===== src/design/noc_pkg.sv =====
/*
  noc_pkg
  Shared port encoding and sizing for the five-port mesh router
  switch allocator. The port code serves as next-hop direction,
  crossbar select and arbiter identity.
*/
package noc_pkg;

  // width of a port code
  localparam int PORT_CODE_W = 3;

  // north, south, west, east, local
  localparam int NUM_PORTS = 5;

  // inputs competing for one output, all but the output itself
  localparam int CAND_N = NUM_PORTS - 1;

  // direction codes, also the bit index into grant vectors
  typedef enum logic [PORT_CODE_W-1:0] {
    PORT_N = 3'd0,
    PORT_S = 3'd1,
    PORT_W = 3'd2,
    PORT_E = 3'd3,
    PORT_L = 3'd4
  } port_e;

endpackage : noc_pkg


===== src/design/rr_priority_ring.sv =====
/*
  rr_priority_ring
  Round-robin pointer for one output port. The pointer names the
  candidate with top priority. After a grant it moves to the
  candidate following the winner, so the winner drops to last place.
*/
`timescale 1ns/1ps

module rr_priority_ring (
  input  logic       clk,
  input  logic       rst_n_i,
  input  logic       advance_i,
  input  logic [1:0] winner_idx_i,
  output logic [1:0] ptr_o
);

  import noc_pkg::*;

  logic [1:0] ptr_q;
  logic [1:0] ptr_next;

  // winner + 1, wrapping at the candidate count
  always_comb begin
    if (winner_idx_i == 2'(CAND_N - 1)) begin
      ptr_next = '0;
    end else begin
      ptr_next = winner_idx_i + 2'd1;
    end
  end

  always_ff @(posedge clk or negedge rst_n_i) begin
    if (!rst_n_i) begin
      ptr_q <= '0;
    end else if (advance_i) begin
      ptr_q <= ptr_next;
    end
  end

  assign ptr_o = ptr_q;

  // the selector must hand over a clean index whenever a grant fires
  a_winner_known : assert property (
    @(posedge clk) disable iff (!rst_n_i)
    advance_i |-> !$isunknown(winner_idx_i)
  ) else $error("rr_priority_ring: unknown winner index on advance");

endmodule : rr_priority_ring


===== src/design/priority_select.sv =====
/*
  priority_select
  Combinational circular search over the candidate desire bits.
  Starting at the ring pointer it finds the first desiring candidate
  and returns its index, or drops found when nobody asks.
*/
`timescale 1ns/1ps

module priority_select (
  input  logic [noc_pkg::CAND_N-1:0] desire_i,
  input  logic [1:0]                 ptr_i,
  output logic                       found_o,
  output logic [1:0]                 winner_idx_o
);

  import noc_pkg::*;

  logic [1:0] idx;
  logic [1:0] hit_idx;
  logic       hit;

  // walk from the farthest position back to the pointer, so the
  // candidate nearest the pointer is the last one to overwrite
  always_comb begin
    hit     = 1'b0;
    hit_idx = ptr_i;
    idx     = ptr_i;
    for (int k = CAND_N - 1; k >= 0; k--) begin
      // two-bit add wraps modulo the candidate count
      idx = ptr_i + 2'(k);
      if (desire_i[idx]) begin
        hit     = 1'b1;
        hit_idx = idx;
      end
    end
  end

  assign found_o      = hit;
  assign winner_idx_o = hit ? hit_idx : 2'd0;

endmodule : priority_select


===== src/design/credit_counter.sv =====
/*
  credit_counter
  Free-slot counter for the buffer behind one output port. Starts
  full, loses a slot on every grant, regains one on every return
  strobe. Credit is available while the count is nonzero.
*/
`timescale 1ns/1ps

module credit_counter #(
  parameter int BUF_DEPTH = 4
) (
  input  logic clk,
  input  logic rst_n_i,
  input  logic consume_i,
  input  logic return_i,
  output logic credit_ok_o
);

  localparam int CNT_W = $clog2(BUF_DEPTH + 1);

  logic [CNT_W-1:0] count_q;

  always_ff @(posedge clk or negedge rst_n_i) begin
    if (!rst_n_i) begin
      count_q <= CNT_W'(BUF_DEPTH);
    end else begin
      // consume and return together cancel out
      case ({consume_i, return_i})
        2'b10:   count_q <= count_q - 1'b1;
        2'b01:   count_q <= count_q + 1'b1;
        default: count_q <= count_q;
      endcase
    end
  end

  assign credit_ok_o = (count_q != '0);

  a_no_underflow : assert property (
    @(posedge clk) disable iff (!rst_n_i)
    consume_i |-> count_q != '0
  ) else $error("credit_counter: grant issued with no credit");

  // a return with every slot free means the downstream side miscounted
  a_no_overflow : assert property (
    @(posedge clk) disable iff (!rst_n_i)
    return_i |-> count_q != CNT_W'(BUF_DEPTH)
  ) else $error("credit_counter: credit returned beyond buffer depth");

endmodule : credit_counter


===== src/design/port_arbiter.sv =====
/*
  port_arbiter
  Round-robin arbiter for one output port. Decodes which of the four
  other inputs want this output, picks one through the rotating ring,
  gates the pick with downstream credit and registers the grant one-hot,
  the crossbar select and a valid flag.
*/
`timescale 1ns/1ps

module port_arbiter #(
  parameter noc_pkg::port_e OUT_PORT = noc_pkg::PORT_L
) (
  input  logic                          clk,
  input  logic                          rst_n_i,
  input  logic [noc_pkg::NUM_PORTS-1:0] req_i,
  input  noc_pkg::port_e                n_dest_i,
  input  noc_pkg::port_e                s_dest_i,
  input  noc_pkg::port_e                w_dest_i,
  input  noc_pkg::port_e                e_dest_i,
  input  noc_pkg::port_e                l_dest_i,
  input  logic                          credit_ok_i,
  output logic                          fire_o,
  output logic [noc_pkg::NUM_PORTS-1:0] grant_o,
  output noc_pkg::port_e                sel_o,
  output logic                          valid_o
);

  import noc_pkg::*;

  port_e                 dest      [NUM_PORTS];
  port_e                 cand_port [CAND_N];
  logic [CAND_N-1:0]     desire;
  logic [1:0]            ptr;
  logic                  found;
  logic [1:0]            winner_idx;
  logic                  fire;
  port_e                 win_port;
  logic [NUM_PORTS-1:0]  grant_d;
  logic [NUM_PORTS-1:0]  grant_q;
  port_e                 sel_q;
  logic                  valid_q;

  assign dest[PORT_N] = n_dest_i;
  assign dest[PORT_S] = s_dest_i;
  assign dest[PORT_W] = w_dest_i;
  assign dest[PORT_E] = e_dest_i;
  assign dest[PORT_L] = l_dest_i;

  // candidates are N, S, W, E, L in order with this output skipped,
  // which also keeps a U-turn request out of the race
  for (genvar c = 0; c < CAND_N; c++) begin : g_cand
    localparam port_e CAND = port_e'((c < int'(OUT_PORT)) ? c : c + 1);
    assign cand_port[c] = CAND;
    assign desire[c]    = req_i[CAND] && (dest[CAND] == OUT_PORT);
  end

  rr_priority_ring u_ring (
    .clk          (clk),
    .rst_n_i      (rst_n_i),
    .advance_i    (fire),
    .winner_idx_i (winner_idx),
    .ptr_o        (ptr)
  );

  priority_select u_select (
    .desire_i     (desire),
    .ptr_i        (ptr),
    .found_o      (found),
    .winner_idx_o (winner_idx)
  );

  assign fire     = found && credit_ok_i;
  assign win_port = cand_port[winner_idx];

  always_comb begin
    for (int p = 0; p < NUM_PORTS; p++) begin
      grant_d[p] = fire && (win_port == port_e'(p));
    end
  end

  always_ff @(posedge clk or negedge rst_n_i) begin
    if (!rst_n_i) begin
      grant_q <= '0;
      sel_q   <= PORT_N;
      valid_q <= 1'b0;
    end else begin
      grant_q <= grant_d;
      valid_q <= fire;
      // select holds the last winner while idle
      if (fire) begin
        sel_q <= win_port;
      end
    end
  end

  assign fire_o  = fire;
  assign grant_o = grant_q;
  assign sel_o   = sel_q;
  assign valid_o = valid_q;

  a_grant_legal : assert property (
    @(posedge clk) disable iff (!rst_n_i)
    $onehot0(grant_o) && !grant_o[OUT_PORT]
  ) else $error("port_arbiter: illegal grant vector %b", grant_o);

endmodule : port_arbiter


===== src/design/switch_allocator.sv =====
/*
  switch_allocator
  Switch allocator of a five-port mesh router. One round-robin
  arbiter and one credit counter per output port. Grants and crossbar
  selects appear one cycle after the requests are sampled.
*/
`timescale 1ns/1ps

module switch_allocator #(
  parameter int BUF_DEPTH = 4
) (
  input  logic                          clk,
  input  logic                          rst_n_i,

  input  logic                          n_req_i,
  input  noc_pkg::port_e                n_dest_i,
  input  logic                          s_req_i,
  input  noc_pkg::port_e                s_dest_i,
  input  logic                          w_req_i,
  input  noc_pkg::port_e                w_dest_i,
  input  logic                          e_req_i,
  input  noc_pkg::port_e                e_dest_i,
  input  logic                          l_req_i,
  input  noc_pkg::port_e                l_dest_i,

  input  logic                          n_credit_ret_i,
  input  logic                          s_credit_ret_i,
  input  logic                          w_credit_ret_i,
  input  logic                          e_credit_ret_i,
  input  logic                          l_credit_ret_i,

  output logic [noc_pkg::NUM_PORTS-1:0] n_grant_o,
  output noc_pkg::port_e                n_sel_o,
  output logic                          n_valid_o,
  output logic [noc_pkg::NUM_PORTS-1:0] s_grant_o,
  output noc_pkg::port_e                s_sel_o,
  output logic                          s_valid_o,
  output logic [noc_pkg::NUM_PORTS-1:0] w_grant_o,
  output noc_pkg::port_e                w_sel_o,
  output logic                          w_valid_o,
  output logic [noc_pkg::NUM_PORTS-1:0] e_grant_o,
  output noc_pkg::port_e                e_sel_o,
  output logic                          e_valid_o,
  output logic [noc_pkg::NUM_PORTS-1:0] l_grant_o,
  output noc_pkg::port_e                l_sel_o,
  output logic                          l_valid_o
);

  import noc_pkg::*;

  logic [NUM_PORTS-1:0] req_vec;
  logic [NUM_PORTS-1:0] credit_ret;
  logic [NUM_PORTS-1:0] credit_ok;
  logic [NUM_PORTS-1:0] grant_fire;
  logic [NUM_PORTS-1:0] grant     [NUM_PORTS];
  port_e                sel       [NUM_PORTS];
  logic [NUM_PORTS-1:0] valid;

  // bit index follows the port code
  assign req_vec    = {l_req_i, e_req_i, w_req_i, s_req_i, n_req_i};
  assign credit_ret = {l_credit_ret_i, e_credit_ret_i, w_credit_ret_i,
                       s_credit_ret_i, n_credit_ret_i};

  for (genvar o = 0; o < NUM_PORTS; o++) begin : g_out
    credit_counter #(
      .BUF_DEPTH (BUF_DEPTH)
    ) u_credit (
      .clk         (clk),
      .rst_n_i     (rst_n_i),
      .consume_i   (grant_fire[o]),
      .return_i    (credit_ret[o]),
      .credit_ok_o (credit_ok[o])
    );

    port_arbiter #(
      .OUT_PORT (port_e'(o))
    ) u_arb (
      .clk         (clk),
      .rst_n_i     (rst_n_i),
      .req_i       (req_vec),
      .n_dest_i    (n_dest_i),
      .s_dest_i    (s_dest_i),
      .w_dest_i    (w_dest_i),
      .e_dest_i    (e_dest_i),
      .l_dest_i    (l_dest_i),
      .credit_ok_i (credit_ok[o]),
      .fire_o      (grant_fire[o]),
      .grant_o     (grant[o]),
      .sel_o       (sel[o]),
      .valid_o     (valid[o])
    );
  end

  assign n_grant_o = grant[PORT_N];
  assign n_sel_o   = sel[PORT_N];
  assign n_valid_o = valid[PORT_N];
  assign s_grant_o = grant[PORT_S];
  assign s_sel_o   = sel[PORT_S];
  assign s_valid_o = valid[PORT_S];
  assign w_grant_o = grant[PORT_W];
  assign w_sel_o   = sel[PORT_W];
  assign w_valid_o = valid[PORT_W];
  assign e_grant_o = grant[PORT_E];
  assign e_sel_o   = sel[PORT_E];
  assign e_valid_o = valid[PORT_E];
  assign l_grant_o = grant[PORT_L];
  assign l_sel_o   = sel[PORT_L];
  assign l_valid_o = valid[PORT_L];

endmodule : switch_allocator


===== config.mk =====
export PLATFORM = sky130hd
export DESIGN_NAME = switch_allocator
export DESIGN_NICKNAME = d
export VERILOG_FILES = /design/src/design/noc_pkg.sv /design/src/design/rr_priority_ring.sv /design/src/design/priority_select.sv /design/src/design/credit_counter.sv /design/src/design/port_arbiter.sv /design/src/design/switch_allocator.sv
export SDC_FILE = /design/constraint.sdc
export NUM_CORES = 1
export LEC_CHECK = 0
export BUFFER_PORTS_ARGS = -buffer_cell sky130_fd_sc_hd__buf_2
export CAP_MARGIN = 20
export CORE_ASPECT_RATIO = 1.4
export CORE_MARGIN = 2
export CORE_UTILIZATION = 50
export DETAILED_ROUTE_END_ITERATION = 7
export MAX_ROUTING_LAYER = met4
export PLACE_DENSITY = 0.74
export SYNTH_ARGS = -nofsm -noshare
export SYNTH_HDL_FRONTEND = slang
export SYNTH_HIERARCHICAL = 1
export SYNTH_SLANG_ARGS = --single-unit

===== constraint.sdc =====
create_clock -name clk -period 2.7 [get_ports clk]
set_input_delay 0.54 -clock clk [delete_from_list [all_inputs] [get_ports clk]]
set_output_delay 0.54 -clock clk [all_outputs]
set_load 0.02 [all_outputs]

==> results_dict.tcl <==
set metrics [dict create \
    status "completed" \
    met2_length_um 3860 \
    synth_cells 306 \
    root_buffer "clkbuf_8" \
    worst-setup-path-type "in -> reg" \
    n_antenna_cell 0 \
    ys_seq_area_frac 0.474 \
    cts_resized 0 \
    start_util 0.516 \
    skew_ns 0.00682 \
    cts_hold_buf 0 \
    cap_violations 0 \
    layout_common_cells "buf_2, dfrtp_1, buf_4" \
    worstPathMaxFanout 4 \
    cts_buffer_depth 2 \
    crit_buf_inv 5 \
    yosysTopAreaCellShare 0.438 \
    rows 36 \
    routed_wl_um 6980 \
    antenna_left 0 \
    synth_area_leaders "dfrtp_1, ha_1, mux2_2" \
    slowest_delay_ns 0.41 \
    critPathArrivalTime_ns 2.50 \
    yosysTopAreaCell "dfrtp_1" \
    dr.max_layer_used "met4" \
    peakVddDrop_uv 462 \
    cts_sinks 68 \
    first_pass_iters 5 \
    wl_per_cell_um 13.4 \
    synth_seq_cells 68 \
    avgViaCountPerCell 5.02 \
    route.detailed.drc 0 \
    crit_chain "buf_2 -> nor4bb_1 -> buf_4 -> nor2_1 -> nand2_1 -> nand2_2 -> inv_1 -> inv_1 -> ha_1 -> inv_1 -> fa_1 -> mux2_2" \
    drt-initial-drc-count 105 \
    fin_crit_sh 0.844 \
    pin_count 72 \
    grt_usage 0.202 \
    cellLeakagePower_nw 2.38 \
    finalSetupViolations 0 \
    finalWeightedCongestion 0.750 \
    finalSetupTns_ns 0 \
    grt_pass1_vias 2703 \
    wl_met3_um 243 \
    tightest_slew_ns 0.720 \
    antenna_found_initial 0 \
    hpwlAfterDp_um 5430 \
    cts_buffers 9 \
    relSlewSlack 0.520 \
    dieArea_um2 7900 \
    grt_setup_unrepaired "no" \
    grt_remaining_overflow 0 \
    core_area_um2 6980 \
    yosys_warnings 6 \
    dieWidth_um 75.7 \
    syn_avg_cell_area_um2 11.8 \
    required_ns 2.92 \
    finalHoldViolCount 0 \
    clkTransAtPathRegs_ns 0.07 \
    hp-class "in -> async" \
    cts_setup_buffers 0 \
    drive_gt1_frac 0.407 \
    worst_path_most_repeated_cell "inv_1" \
    crit_family "adder cells" \
    critical_path.slowest_cell "fa_1" \
    wl_met1_um 2780 \
    clock_latency_ns 0.34 \
    fin_nets 483 \
    grt_first_pass_wirelength_um 11800 \
    grt_max_degree 39 \
    ys_types 34 \
    fmax_ghz 0.439 \
    die_y_um 104 \
    power_w 0.00322 \
    syn-cell-area_um2 3600 \
    syn2layout_area_growth_pct 25.2 \
    cts_tree "done" \
    start_kind "input port" \
    powerDensity_nw_per_um2 714 \
    min_period_ns 2.28 \
    io_buffers 69 \
    layout_commonest_cell "buf_2" \
    h-tree-depth 3 \
    finalMaxSlewViolations 0 \
    dr_total_vias 2621 \
    cp-end-kind "register" \
]
==> Yosys cell counts <==
library cell	n
and4_1	1
a211oi_1	5
xnor2_1	5
nor2_1	32
nand2_2	3
and4b_1	5
nor3b_1	7
o2bb2ai_1	1
inv_1	20
fa_1	5
nor4bb_1	8
conb_1	2
nor2b_1	1
mux2_2	21
and3_2	12
mux2i_1	5
or3_1	5
nand2_1	15
ha_1	29
dfstp_2	5
nand2b_1	10
nor4b_1	6
a21o_1	2
xor2_1	10
buf_6	1
and2_4	1
and4_2	1
mux2_4	4
buf_4	2
a21oi_1	7
nand3_1	1
nor3_1	6
dfrtp_1	63
a211oi_2	5
==> flip-flops by register name, summed over array words and instances (netlist names) <==
register	cells
g_out.u_arb/valid_o	5
g_out.u_arb/grant_o	24
g_out.u_arb/u_ring/ptr_o	10
g_out.u_credit/count_q	15
g_out.u_arb/sel_o	14
==> worst reg2reg max path: stages (launching register included) <==
cell	delay, ns
dfrtp_1	0.43
or3_1	0.45
and2_4	0.18
inv_1	0.05
ha_1	0.17
inv_1	0.06
fa_1	0.37
xor2_1	0.17
nor2_1	0.12
xor2_1	0.17
==> kinds of logic after synthesis <==
kind of cell | after synthesis | share of synthesized area
AND/OR/NAND/NOR | 114 | 0.190
flip-flops | 68 | 0.474
adder cells (fa/ha/maj) | 34 | 0.129
multiplexers | 30 | 0.0963
buffers and inverters | 23 | 0.0282
AO/OA/AOI/OAI | 20 | 0.0441
XOR/XNOR | 15 | 0.0365
other | 2 | 0.00209
==> final cells by class <==
class	count	area, µm²
timing repair buffer	107	643
sequential	68	1710
inverter	20	75.1
clock inverter	5	27.5
fill	557	2470
multi-input combinational	216	1790
clock buffer	11	141
tap	95	119
==> path summary, 6_finish.rpt <==
path	startpoint	endpoint	slack, ns	cells after the start
worst min-delay path	rst_n_i	g_out[2].u_arb/sel_o[2]$_DFFE_PN0P_	0.26	1
max in group asynchronous	rst_n_i	g_out[3].u_credit/count_q[2]$_DFFE_PN1P_	1.73	2
worst max register to register	g_out[0].u_credit/count_q[0]$_DFFE_PN0P_	g_out[0].u_credit/count_q[2]$_DFFE_PN1P_	0.48	9
min in group clk	g_out[3].u_arb/sel_o[2]$_DFFE_PN0P_	g_out[3].u_arb/sel_o[2]$_DFFE_PN0P_	0.49	1
worst max-delay path	n_dest_i[0]	g_out[2].u_credit/count_q[1]$_DFFE_PN0P_	0.42	12
worst min register to register	g_out[3].u_arb/sel_o[2]$_DFFE_PN0P_	g_out[3].u_arb/sel_o[2]$_DFFE_PN0P_	0.49	1
==> through the flow <==
step                utilization  cell area, µm²  setup WS (ns)  std cells  hold WS, ns
detailed placement        0.622            4340         0.0865        506        0.478
global placement          0.622            4340         0.0821        506        0.458
CTS                       0.646            4510          0.425        522        0.269
floorplan                     -            3600          0.127        307        0.244
finish                    0.646            4510          0.421        522        0.255
global route              0.646            4510          0.281        522        0.296
==> report_power, final <==
part	switching [W]	total [W]	internal (W)
Sequential	0.000209	0.00150	0.00129
Combinational	0.000488	0.000997	0.000509
Clock	0.000375	0.000727	0.000352
Total	0.00107	0.00322	0.00215
==> routing by layer <==
metal  GRT usage  vias up
met2       0.342       57
met3      0.0523        8
met4      0.0652        0
li1            -     1287
met5           -        -
met1       0.225     1269
Power figures use the tool's default switching activity.
